### src/source/decodePkg.sv
//***************************************************************************
// Decode stage shared definitions
// Word and register widths, opcode encodings, instruction classes and the
// structs passed between the decode blocks
//***************************************************************************
package decodePkg;

   // Datapath and instruction width
   localparam int WORD_W = 16;

   // Register file geometry
   localparam int REG_COUNT  = 8;
   localparam int REG_ADDR_W = 3;

   // Return address register for JAL and JALR
   localparam logic [REG_ADDR_W-1:0] LINK_REG = 3'd7;

   // Stages after decode where a link instr can still write back
   localparam int LINK_DEPTH = 3;

   // Sequential PC step, one 16-bit instruction
   localparam logic [WORD_W-1:0] PC_INC = 16'd2;

   // Instruction field widths
   localparam int OPCODE_W = 5;
   localparam int IMM8_W   = 8;
   localparam int DISP_W   = 11;

   // Opcodes in bits 15:11
   localparam logic [OPCODE_W-1:0] OP_HALT = 5'b00000;
   localparam logic [OPCODE_W-1:0] OP_J    = 5'b00100;
   localparam logic [OPCODE_W-1:0] OP_JR   = 5'b00101;
   localparam logic [OPCODE_W-1:0] OP_JAL  = 5'b00110;
   localparam logic [OPCODE_W-1:0] OP_JALR = 5'b00111;
   localparam logic [OPCODE_W-1:0] OP_LBI  = 5'b11000;

   // All four conditional branches share the top three opcode bits
   localparam logic [2:0] BR_PREFIX = 3'b011;

   // Instruction classes seen by the decode stage
   typedef enum logic [2:0] {
      NONE,
      BRANCH,
      JUMP_DISP,
      JUMP_REG,
      HALT,
      LBI
   } instrKind_t;

   // Branch condition, straight from bits 12:11
   typedef enum logic [1:0] {
      EQZ,
      NEZ,
      LTZ,
      GEZ
   } brCond_t;

   // Decoded instruction fields
   typedef struct packed {
      instrKind_t              kind;
      logic                    link;
      logic [REG_ADDR_W-1:0]   rs;
      logic [REG_ADDR_W-1:0]   rt;
      brCond_t                 cond;
      logic [WORD_W-1:0]       imm;
   } decodedInstr_t;

   // Register write request
   typedef struct packed {
      logic                    valid;
      logic [REG_ADDR_W-1:0]   addr;
      logic [WORD_W-1:0]       data;
   } wbReq_t;

endpackage

### src/source/instrDecode.sv
//***************************************************************************
// Instruction field decoder
// Splits the instruction word into register fields, classifies the opcode
// and sign extends the immediate for the branch and jump logic
//***************************************************************************
`timescale 1ns/100ps

module instrDecode (
   input  logic [decodePkg::WORD_W-1:0] instr,
   output decodePkg::decodedInstr_t     dec
);
   import decodePkg::*;

   logic [OPCODE_W-1:0] opcode;
   logic [WORD_W-1:0]   imm8Ext;
   logic [WORD_W-1:0]   dispExt;

   assign opcode = instr[WORD_W-1 -: OPCODE_W];

   // I-format 8-bit immediate
   assign imm8Ext = {{(WORD_W-IMM8_W){instr[IMM8_W-1]}}, instr[IMM8_W-1:0]};

   // J-format 11-bit displacement
   assign dispExt = {{(WORD_W-DISP_W){instr[DISP_W-1]}}, instr[DISP_W-1:0]};

   always_comb begin
      dec.kind = NONE;
      dec.link = 1'b0;
      // Register fields are fixed for every format
      dec.rs   = instr[10:8];
      dec.rt   = instr[7:5];
      dec.cond = brCond_t'(instr[12:11]);

      case (opcode)
         OP_HALT: dec.kind = HALT;
         OP_J:    dec.kind = JUMP_DISP;
         OP_JR:   dec.kind = JUMP_REG;
         OP_JAL: begin
            dec.kind = JUMP_DISP;
            dec.link = 1'b1;
         end
         OP_JALR: begin
            dec.kind = JUMP_REG;
            dec.link = 1'b1;
         end
         // Only classified here, the write is done in writeback
         OP_LBI:  dec.kind = LBI;
         default: begin
            // BEQZ, BNEZ, BLTZ, BGEZ
            if (opcode[OPCODE_W-1 -: 3] == BR_PREFIX) begin
               dec.kind = BRANCH;
            end
         end
      endcase

      // Displacement jumps use the long field
      if (dec.kind == JUMP_DISP) begin
         dec.imm = dispExt;
      end else begin
         dec.imm = imm8Ext;
      end
   end

endmodule

### src/source/regFile.sv
//***************************************************************************
// General register file
// Eight 16-bit registers, two combinational read ports and one write port
// Writes land at the clock edge with no write-to-read bypass
//***************************************************************************
`timescale 1ns/100ps

module regFile (
   input  logic                             clk,
   input  logic                             rst,
   input  logic [decodePkg::REG_ADDR_W-1:0] rdAddr1,
   input  logic [decodePkg::REG_ADDR_W-1:0] rdAddr2,
   input  decodePkg::wbReq_t                wr,
   output logic [decodePkg::WORD_W-1:0]     rdData1,
   output logic [decodePkg::WORD_W-1:0]     rdData2
);
   import decodePkg::*;

   // Register array
   logic [WORD_W-1:0] regs [REG_COUNT];

   // Single write port
   always_ff @(posedge clk) begin
      if (rst) begin
         // All registers read zero after reset
         for (int i = 0; i < REG_COUNT; i++) begin
            regs[i] <= '0;
         end
      end else if (wr.valid) begin
         regs[wr.addr] <= wr.data;
      end
   end

   // Read ports show the old value in the write cycle
   assign rdData1 = regs[rdAddr1];
   assign rdData2 = regs[rdAddr2];

   // Arbitrated write from linkTracker must be fully known
   wrKnownA: assert property (
      @(posedge clk) disable iff (rst)
      wr.valid |-> !$isunknown({wr.addr, wr.data})
   ) else $error("regFile: valid write with unknown address or data");

endmodule

### src/source/linkTracker.sv
//***************************************************************************
// Link instruction tracker
// Writes the JAL/JALR return address at decode and follows the link
// instruction down three stages to block its late writeback
//***************************************************************************
`timescale 1ns/100ps

module linkTracker (
   input  logic                         clk,
   input  logic                         rst,
   input  logic                         instrValid,
   input  decodePkg::decodedInstr_t     dec,
   input  logic [decodePkg::WORD_W-1:0] pc,
   input  decodePkg::wbReq_t            wb,
   output decodePkg::wbReq_t            regWr
);
   import decodePkg::*;

   logic                  linkNow;
   logic [LINK_DEPTH-1:0] linkStages;
   logic                  wbBlocked;

   // Link instruction in decode this cycle
   assign linkNow = instrValid & dec.link;

   // Bit 0 is execute and the top bit is writeback
   always_ff @(posedge clk) begin
      if (rst) begin
         linkStages <= '0;
      end else begin
         linkStages <= {linkStages[LINK_DEPTH-2:0], linkNow};
      end
   end

   // Writeback in any of these stages may be the link instr itself
   assign wbBlocked = |linkStages;

   // Write port arbitration
   always_comb begin
      regWr = wb;
      if (linkNow) begin
         // Link write wins over a same-cycle external write
         regWr.valid = 1'b1;
         regWr.addr  = LINK_REG;
         regWr.data  = pc + PC_INC;
      end else if (wbBlocked) begin
         regWr.valid = 1'b0;
      end
   end

   // While a link instr is still in flight only a new link decode writes r7
   linkSrcA: assert property (
      @(posedge clk) disable iff (rst)
      linkNow |=> (!(regWr.valid && regWr.addr == LINK_REG) || linkNow)[*LINK_DEPTH]
   ) else $error("linkTracker: link register written while link writeback pending");

endmodule

### src/source/branchUnit.sv
//***************************************************************************
// Branch and jump resolution
// Evaluates branch conditions on the rs value, selects the next PC in the
// decode cycle and registers the redirect as a fetch/decode flush
//***************************************************************************
`timescale 1ns/100ps

module branchUnit (
   input  logic                         clk,
   input  logic                         rst,
   input  logic                         instrValid,
   input  decodePkg::decodedInstr_t     dec,
   input  logic [decodePkg::WORD_W-1:0] pc,
   input  logic [decodePkg::WORD_W-1:0] rsData,
   output logic                         pcSel,
   output logic [decodePkg::WORD_W-1:0] nextPc,
   output logic                         branchTaken
);
   import decodePkg::*;

   logic              condMet;
   logic              taken;
   logic [WORD_W-1:0] pcPlus2;
   logic [WORD_W-1:0] target;

   // Fall-through address
   assign pcPlus2 = pc + PC_INC;

   // Zero test or sign bit of rs
   always_comb begin
      condMet = 1'b0;
      case (dec.cond)
         EQZ: condMet = (rsData == '0);
         NEZ: condMet = (rsData != '0);
         LTZ: condMet = rsData[WORD_W-1];
         GEZ: condMet = ~rsData[WORD_W-1];
         default: condMet = 1'b0;
      endcase
   end

   // Taken decision and target per class
   always_comb begin
      taken  = 1'b0;
      // PC-relative for branches and J/JAL
      target = pcPlus2 + dec.imm;
      case (dec.kind)
         BRANCH:    taken = condMet;
         JUMP_DISP: taken = 1'b1;
         JUMP_REG: begin
            taken  = 1'b1;
            target = rsData + dec.imm;
         end
         // HALT, LBI and NONE fall through
         default:   taken = 1'b0;
      endcase
   end

   assign pcSel  = instrValid & taken;
   assign nextPc = pcSel ? target : pcPlus2;

   // Flush request for the fetch/decode register
   always_ff @(posedge clk) begin
      if (rst) begin
         branchTaken <= 1'b0;
      end else begin
         branchTaken <= pcSel;
      end
   end

   // A flush only follows a valid branch or jump
   flushSrcA: assert property (
      @(posedge clk) disable iff (rst)
      branchTaken |-> $past(instrValid) &&
         ($past(dec.kind) inside {BRANCH, JUMP_DISP, JUMP_REG})
   ) else $error("branchUnit: flush without a valid branch or jump");

endmodule

### src/source/decodeStage.sv
//***************************************************************************
// Decode stage top level
// Connects instruction decode, register file, link tracking and branch
// resolution for the five-stage pipeline
//***************************************************************************
`timescale 1ns/100ps

module decodeStage (
   input  logic                         clk,
   input  logic                         rst,
   input  logic [decodePkg::WORD_W-1:0] instr,
   input  logic [decodePkg::WORD_W-1:0] pc,
   input  logic                         instrValid,
   input  decodePkg::wbReq_t            wb,
   output logic [decodePkg::WORD_W-1:0] reg1Data,
   output logic [decodePkg::WORD_W-1:0] reg2Data,
   output logic                         pcSel,
   output logic [decodePkg::WORD_W-1:0] nextPc,
   output logic                         branchTaken
);
   import decodePkg::*;

   decodedInstr_t dec;
   // Arbitrated register write
   wbReq_t        regWr;

   instrDecode instrDecode0 (
      .instr (instr),
      .dec   (dec)
   );

   // rs feeds both the top output and the branch logic
   regFile regFile0 (
      .clk     (clk),
      .rst     (rst),
      .rdAddr1 (dec.rs),
      .rdAddr2 (dec.rt),
      .wr      (regWr),
      .rdData1 (reg1Data),
      .rdData2 (reg2Data)
   );

   linkTracker linkTracker0 (
      .clk        (clk),
      .rst        (rst),
      .instrValid (instrValid),
      .dec        (dec),
      .pc         (pc),
      .wb         (wb),
      .regWr      (regWr)
   );

   branchUnit branchUnit0 (
      .clk         (clk),
      .rst         (rst),
      .instrValid  (instrValid),
      .dec         (dec),
      .pc          (pc),
      .rsData      (reg1Data),
      .pcSel       (pcSel),
      .nextPc      (nextPc),
      .branchTaken (branchTaken)
   );

endmodule

### config.mk
export PLATFORM = sky130hd
export DESIGN_NAME = decodeStage
export DESIGN_NICKNAME = d
export VERILOG_FILES = /design/src/source/decodePkg.sv /design/src/source/instrDecode.sv /design/src/source/regFile.sv /design/src/source/linkTracker.sv /design/src/source/branchUnit.sv /design/src/source/decodeStage.sv
export SDC_FILE = /design/constraint.sdc
export NUM_CORES = 1
export LEC_CHECK = 0
export ABC_CLOCK_PERIOD_IN_PS = 4900
export BUFFER_PORTS_ARGS = -buffer_cell sky130_fd_sc_hd__clkbuf_2
export CAP_MARGIN = 20
export CORE_MARGIN = 3
export CORE_UTILIZATION = 40
export CTS_CLUSTER_SIZE = 30
export DETAILED_ROUTE_END_ITERATION = 6
export PLACE_DENSITY = 0.69
export RECOVER_POWER = 50
export REMOVE_ABC_BUFFERS = 1
export SETUP_SLACK_MARGIN = 0.02
export SLEW_MARGIN = 20
export SYNTH_ARGS = -nofsm -noshare
export SYNTH_HDL_FRONTEND = slang
export SYNTH_HIERARCHICAL = 1
export SYNTH_SLANG_ARGS = --single-unit
### constraint.sdc
create_clock -name clk -period 4.9 [get_ports clk]
set_input_delay 0 -clock clk [delete_from_list [all_inputs] [get_ports clk]]
set_output_delay 0 -clock clk [all_outputs]
set_load 0.1 [all_outputs]
### Yosys cells after proc, flatten, opt, wreduce, memory -nomap -nowiden

Memory sizes are Yosys's and may differ from the RTL's.
Cells that the tools add are included.

| operators by class | value |
|---|---|
| multiplexer cells | 19 |
| eq/ne operators | 12 |
| reductions and logical operators | 10 |
| $add $sub $neg | 3 |
| bitwise gates (word level) | 3 |

Operator list:

| operator | count |
|---|---|
| two-way mux 16 bit | 4 |
| adder 16 bit | 2 |
| equality test 5 x 3 -> 1 bit, second input constant | 4 |
| two-way mux 19 bit | 1 |
| adder 16 x 2 -> 16 bit, second input constant | 1 |
| zero test 16 bit | 1 |
| nonzero test 16 bit | 1 |
| OR reduction 16 bit | 1 |
| one-hot mux 3 bit (4 select lines) | 1 |
| two-way mux 1 bit | 10 |
| equality test 3 x 2 -> 1 bit, second input constant | 3 |
| OR reduction 2 bit | 4 |
| equality test 5 bit, second input constant | 1 |
| zero test 5 bit | 1 |
| equality test 2 bit, second input constant | 2 |
| one-hot mux 1 bit (4 select lines) | 1 |
| equality test 3 x 1 -> 1 bit, second input constant | 1 |
| two-way mux 3 bit | 1 |
| OR reduction 3 bit | 1 |
| bitwise AND 1 bit | 2 |
| equality test 2 x 1 -> 1 bit, second input constant | 1 |
| zero test 2 bit | 1 |
| one-hot mux 1 bit (2 select lines) | 1 |
| inverter 1 bit | 1 |

| storage, ports and cells | value |
|---|---|
| memory bits (writable) | 128 |
| input bits | 55 |
| logic and storage cells | 50 |
| memories | 1 |
| output and inout port bits | 50 |
| register bits | 4 |

Memories:

| name | words | bits a word | rd ports | clocked after Yosys merged registers in | write ports | line | text |
|---|---|---|---|---|---|---|---|
| regFile0.regs | 8 | 16 | 2 | 0 | 8 | regFile.sv:20 | `logic [WORD_W-1:0] regs [REG_COUNT];` |

### Longest topological paths before layout

Gate-level depths: netlist of run 1.

| logic depth | value |
|---|---|
| word-level depth | 10 |
| depth in mapped cells | 16 |
| depth with buffers taken out | 14 |

### By module

The synthesis of run 1 kept the hierarchy.

By module, submodules not included:

| module | seq. area each (um^2) | area each (um^2) | cells each | times used |
|---|---|---|---|---|
| regFile | 3843.7 | 6999.2 | 430 | 1 |
| branchUnit | 20.0 | 1575.3 | 231 | 1 |
| linkTracker | 60.1 | 548.0 | 79 | 1 |
| instrDecode | 0.0 | 266.5 | 34 | 1 |

### Least setup slack after synthesis of run 1

Ideal clock, no wire load.

| timing | value |
|---|---|
| kind | input-to-output |
| start point | input port instr[8] (netlist bit) |
| end point | output port nextPc[12] (netlist bit) |
| stages on the path | 14 |
| path slack | -295 ps |
| data arrival time | 5195 ps |
| path buffers | 3 |
| data required time | 4900 ps |
| cells stage by stage | buf_4 > buf_6 > buf_6 > mux4_1 > mux2_2 > nand2_1 > nand2_1 > ha_1 > fa_1 > a21oi_1 > o211ai_1 > a221oi_2 > o22ai_1 > o31ai_1 |

| on the way | value |
|---|---|
| word-level cells in the longest chain between the ends | 6 |
| elaborated cells on any way between the ends | 12 |

RTL lines:

| item | line | text |
|---|---|---|
| start, declared | decodeStage.sv:11 | `input logic [decodePkg::WORD_W-1:0] instr,` |
| memory read (8 x 16 bit) (*) | n/a |  |
| net reg1Data, one bit | decodeStage.sv:15 | `output logic [decodePkg::WORD_W-1:0] reg1Data,` |
| branches (longest 4 deep; another with adder 16 bit) | n/a |  |
| two-way mux 16 bit (*) | branchUnit.sv:59 | `assign nextPc = pcSel ? target : pcPlus2;` |
| end, declared | decodeStage.sv:18 | `output logic [decodePkg::WORD_W-1:0] nextPc,` |

Mark *: on every way through the listed nets, which the timed path passes.

==> run_results.csv, run 1 <==
group,metric,value,unit
global_route,grt-ovfl-total,0,
timing,tightest_slew,2169,ps
floorplanning,die_w,159.2,um
layout,diodes,0,
outcome,status,"complete, but fails checks",
drt,wl_per_cell,23.94,um
min_path,min_path_type,"in2reg",
worst_setup_path,critical_path.max_fanout,4,
timing,finalCritPeriodShare,86.00,%
floorplanning,ioPinCount,105,
min_path,hp-start,"wb[8]",
floorplanning,die-area,25350,sq um
pwr,power,3.571,mW
outcome,violations,"max-capacitance violations, max-slew violations",
floorplanning,initial_utilization,41.10,%
logic_synthesis,synth_cells,774,
pwr,peakVddDrop,0.1985,mV
timing,rsz0062_at_grt,"false",
layout,nNetsFinal,916,
worst_setup_path,crit_buf_inv,1,
worst_setup_path,rr_startpoint,"linkTracker0/linkStages[1]",
timing,setup_viol,0,
logic_synthesis,ys_types,75,
logic_synthesis,yosys_warnings,6,
logic_synthesis,synth.largest_area_cell,"edfxtp_1",
layout,drive_above_1_share,22.21,%
pwr,p_leak,3.958,nW
logic_synthesis,synthDominantCellAreaShare,40.94,%
clocking,post_cts_resized,0,
worst_setup_path,worst-r2r-setup-slack,1830,ps
logic_synthesis,syn_area_per_cell,12.13,sq um
flow_run,maxCapViolations,2,
global_route,grt_max_degree,68,
worst_setup_path,r2r_end,"regFile0/regs[2][10]",
clocking,clk-insertion-delay-late,430,ps
placed_design,gp_congestion,0.9037,
worst_setup_path,cpMostUsedCell,"nand2_1",
timing,fin_crit,4214,ps
drt,vias,7018,
logic_synthesis,synth-edff-count,128,
drt,final_antenna_net_count,0,
timing,clock.fmax,237.3,MHz
logic_synthesis,synth_commonest_cells,"128 x edfxtp_1, 124 x nor3_1, 56 x mux4_1, 47 x nand2_1, 38 x mux2_2",
worst_setup_path,rr_worst_depth,5,
worst_setup_path,cp.required,4900,ps
min_path,whs_path_depth,5,
clocking,cts-buffers-inserted,17,
global_route,grt_pass1_vias,7094,
worst_setup_path,crit_arrival,4210,ps
worst_setup_path,cp-start-kind,"flop",
timing,skew,10.46,ps
global_route,track_usage,21.81,%
worst_setup_path,cp_slowest_cell,"mux4_1",
placed_design,place.detailed.hpwl,18.78,mm
global_route,grt_pass1_wl,41.73,mm
timing,max_slew_margin,-44.61,%
clocking,clkSinkCount,132,
worst_setup_path,worstSetupPathDepth,13,
worst_setup_path,cp-end-kind,"primary output",
clocking,cts_root_buf,"clkbuf_16",
logic_synthesis,seq_area_frac_synth,41.79,%
clocking,cts_buffer_depth,2,
logic_synthesis,synth_ff_type,"edfxtp_1",
worst_setup_path,crit_family,"multiplexers",
timing,setup_ws,686.0,ps
worst_setup_path,path_cells,"mux4_1 > mux2_2 > nand2_1 > nand2_1 > ha_1 > fa_1 > a21oi_1 > o211ai_1 > a221oi_2 > o21ai_1 > xnor2_1 > mux2i_1 > clkbuf_2",
global_route,antenna_found_initial,0,
drt,routed_wl,27.87,mm
logic_synthesis,yosys-top-cells-area,"edfxtp_1 41%, mux4_1 16%, nor3_1 6.6%",
floorplanning,dieHeight,159.2,um
timing,hold_violations,0,
min_path,hold_end,"regFile0/regs[6][8]",
drt,drcViolationCount,0,
layout,area_growth,11.67,%
clocking,clk_pin_slew_worst_paths,60,ps
drt,via_per_inst,6.029,
floorplanning,core-area,22850,sq um
placed_design,io_buffers,104,
worst_setup_path,crit_type,"reg2out",
logic_synthesis,synth-seq-cells,132,
logic_synthesis,synth.most_common_cell,"edfxtp_1",
floorplanning,placementRows,55,
worst_setup_path,slowest_delay,540,ps
pwr,p_per_area,340.6,nW/um^2
logic_synthesis,netlist_area,9389,sq um
placed_design,dp_slack,916.3,ps
drt,dr.first_iter.drc_count,845,
timing,drv_slew,53,
logic_synthesis,async_reset_ff_share,0,%
clocking,htree_num_levels,4,
drt,drtPass1Iterations,5,
clocking,cts_tree,"yes",
-- cell type report --
cell class,count,area [sq um]
multi-input combinational,536,4823
inverter,27,106.4
clock buffer,17,425.4
sequential,132,3924
tap,313,391.6
fill,2108,12360
timing repair buffer,125,614.3
clock inverter,14,200.2
-- flip-flops by register name, indices dropped and copies added (netlist names) --
register                 flops
regFile0/regs              128
branchUnit0/branchTaken      1
linkTracker0/linkStages      3
-- metrics by stage --
stage	hold slack, ps	cell area, sq um	instances	setup TNS [ps]	util [%]
6_report	148.7	10490	1164	0	45.89
5_1_grt	166.6	10490	1164	0	45.89
4_1_cts	123.0	10560	1164	0	46.23
3_5_place_dp	390.6	9926	1132	0	43.44
3_3_place_gp	381.7	9926	1132	0	43.44
2_1_floorplan	71.61	8864	695	-476.0	-
-- power by group --
group / switching (mW) / leakage, nW / internal, mW
logic: 0.675 / 2.25 / 0.229
clock network: 0.514 / 0.304 / 0.856
registers: 0.0178 / 1.41 / 1.28
total: 1.21 / 3.96 / 2.36
-- tightest hold or removal path: cells and delay by family --
kind | cells | cell delay (ps)
AO/OA/AOI/OAI | 1 | 70
AND/OR/NAND/NOR | 2 | 110
buffers and inverters | 2 | 220
-- what timing repair did --
item                                   4_1_cts  5_1_grt
buffers inserted                             0        0
endpoints found under the hold margin        4        0
hold buffers                                 1        0
-- worst max path at each step --
| stage | endpoint | slack, ps | from |
|---|---|---|---|
| floorplan | nextPc[12] | -260 | regFile0/regs[3][0] |
| detailed placement | nextPc[13] | 920 | instr[8] |
| CTS | nextPc[14] | 730 | regFile0/regs[1][0] |
| global placement | nextPc[12] | 960 | instr[8] |
| finish | nextPc[14] | 690 | regFile0/regs[1][0] |
| global route | nextPc[14] | 550 | regFile0/regs[1][0] |
-- cells in the final DEF (no fill, tap or decap), drive strengths merged, types with 10 or more instances in the layout --
cell and n:
a21oi 33, buf 14, clkbuf 127, clkinv 21, edfxtp 128, ha 21, inv 15, mux2 38
mux4 64, nand2 47, nand3 12, nand4 13, nor2 30, nor3 130, o21ai 25, o21bai 10
xnor2 16, xor2 22
-- cell families (layout without fill, tap and decap cells) --
family                   count (synthesis)  count (layout)  share of synthesized area (%)
buffers and inverters                  106             183                          6.730
multiplexers                           107             107                          22.75
AND/OR/NAND/NOR                        276             276                          15.57
AO/OA/AOI/OAI                           93              93                          6.610
adder cells (fa/ha/maj)                 22              22                          3.012
XOR/XNOR                                38              38                          3.545
flip-flops                             132             132                          41.79
-- metal layers --
layer	track usage (%)	routed length (um)
met3	5.957	2759
met1	28.40	11110
met5	0	0
met4	7.799	845
met2	35.21	13150
Power figures use the tool's default switching activity.
==> run 2: changes to the inputs <==
CORE_ASPECT_RATIO = 1.1   (was not set)
==> run 2 against run 1 <==
  * Wire length rose by 1.4%
  * Largest cell class unchanged
  * The run still ends with max-capacitance violations, max-slew violations left
  * Worst hold slack improved by 1.9 ps
  * Critical path type unchanged
  * First-iteration DRC count rose by 8.2%
==> run_results.csv, run 2 (synthesis gave the netlist of run 1 again) <==
group,metric,value,unit
outcome,status,"complete, but fails checks",
outcome,violations,"max-capacitance violations, max-slew violations",
min_path,min_path_type,"in2reg",
timing,setup_ws,703.6,ps
global_route,grt_pass1_vias,6856,
clocking,cts-buffers-inserted,17,
clocking,clk-insertion-delay-late,410,ps
drt,drcViolationCount,0,
timing,finalCritPeriodShare,85.64,%
global_route,grt_max_degree,50,
floorplanning,initial_utilization,40.81,%
clocking,cts_tree,"yes",
worst_setup_path,cp.required,4900,ps
floorplanning,core-area,23000,sq um
layout,largest-register,"regFile0/regs",
timing,max_slew_margin,-62.61,%
floorplanning,dieHeight,166.7,um
timing,fin_setup_tns,0,ps
placed_design,io_buffers,104,
layout,nNetsFinal,915,
layout,final_cell_mix,"130 x nor3_1, 128 x edfxtp_1, 69 x clkbuf_2, 56 x mux4_1, 47 x nand2_1",
floorplanning,placementRows,58,
drt,vias,7121,
global_route,track_usage,21.77,%
timing,hold_violations,0,
worst_setup_path,cp-start-kind,"flop",
clocking,clkSinkCount,132,
layout,design_area,10520,sq um
timing,clock.fmax,238.3,MHz
drt,via_per_inst,6.176,
layout,area_growth,12.06,%
worst_setup_path,cp-end-kind,"primary output",
layout,reg_top3,"regFile0/regs: 128 flops, linkTracker0/linkStages: 3 flops, branchUnit0/branchTaken: 1 flops",
drt,dr.first_iter.drc_count,914,
clocking,htree_num_levels,4,
clocking,cts_setup_buffers,0,
timing,holdWs,150.6,ps
layout,drive_above_1_share,21.50,%
worst_setup_path,startpoint,"regFile0/regs[4][0]",
layout,final_cells,1153,
global_route,use_met3,4.366,%
timing,drv_slew,95,
global_route,grt-ovfl-total,0,
pwr,power,3.693,mW
timing,skew,7.357,ps
layout,layout_commonest_cell,"nor3_1",
pwr,p_leak,3.979,nW
global_route,busiest_layer,"met2",
global_route,met2_usage,34.86,%
floorplanning,ioPinCount,105,
pwr,p_per_area,351.0,nW/um^2
timing,setup_viol,0,
flow_run,maxCapViolations,2,
layout,final_util,45.74,%
clocking,clk_pin_slew_worst_paths,60,ps
drt,routed_wl,28.26,mm
global_route,grt_pass1_wl,41.81,mm
drt,final_antenna_net_count,0,
global_route,grt_util_met1,28.88,%
timing,tightest_slew,2439,ps
worst_setup_path,rr_startpoint,"linkTracker0/linkStages[1]",
timing,rsz0062_at_grt,"false",
placed_design,dp_slack,934.3,ps
floorplanning,die_w,152.1,um
worst_setup_path,crit_arrival,4200,ps
drt,drtPass1Iterations,6,
layout,largest_reg_flops,128,
drt,wl_per_cell,24.51,um
floorplanning,die-area,25350,sq um
pwr,peakVddDrop,0.2060,mV
placed_design,dpl.cell_count,1118,
global_route,antenna_found_initial,2,
timing,fin_crit,4196,ps
worst_setup_path,critical_path.max_fanout,4,
min_path,hp-start,"wb[15]",
clocking,cts_buffer_depth,2,
placed_design,place_area,9917,sq um
clocking,cts_root_buf,"clkbuf_16",
worst_setup_path,crit_type,"reg2out",
placed_design,gp_congestion,0.9436,
placed_design,place.detailed.hpwl,18.98,mm
run 2: changes by cell type in the layout (fill, tap and decap cells not counted), sizes merged:
cell	change
inv	-5
clkbuf	+4
bufinv	+3
buf	-2
diode	+2
run 2: layer usage:
layer | wire [um] | share of wire [%]
met4 | 1126 | 4.0
met5 | 0 | 0
met3 | 2600 | 9.2
met1 | 10980 | 39
met2 | 13550 | 48
run 2: final timing paths:
check	cells past startpoint	slack [ps]	to
setup reg to reg	5	1090	regFile0/regs[3][3]
hold reg to reg	1	470	linkTracker0/linkStages[2]
hold / removal	5	150	regFile0/regs[1][15]
setup / recovery	13	700	nextPc[14]
run 2: critical path: stages, from the launching register on:
cell and delay [ps]:
edfxtp_1 410, mux4_1 510, mux2_2 300, nand2_1 70
nand2_1 50, ha_1 210, fa_1 420, a21oi_1 240
o211ai_1 170, a221oi_2 480, o21ai_1 150, xnor2_1 140
mux2i_1 150, clkbuf_2 480
run 2: repair_timing:
item,in CTS,in global routing
endpoints found under the hold margin,3,0
hold buffers,1,0
resized for setup,0,0
run 2: report_power, final:
group / switching (mW) / internal, mW / total, mW
Combinational: 0.672 / 0.229 / 0.900
Sequential: 0.0181 / 1.28 / 1.30
Clock: 0.486 / 1.01 / 1.49
run 2: final cells by class:
cell class                 count  area, sq um
multi-input combinational    536         4806
timing repair buffer         124        615.6
inverter                      27        106.4
antenna                        2        5.005
fill                        2098        12480
tap                          300        375.4
clock inverter                12        252.7
sequential                   132         3924
clock buffer                  20        436.7
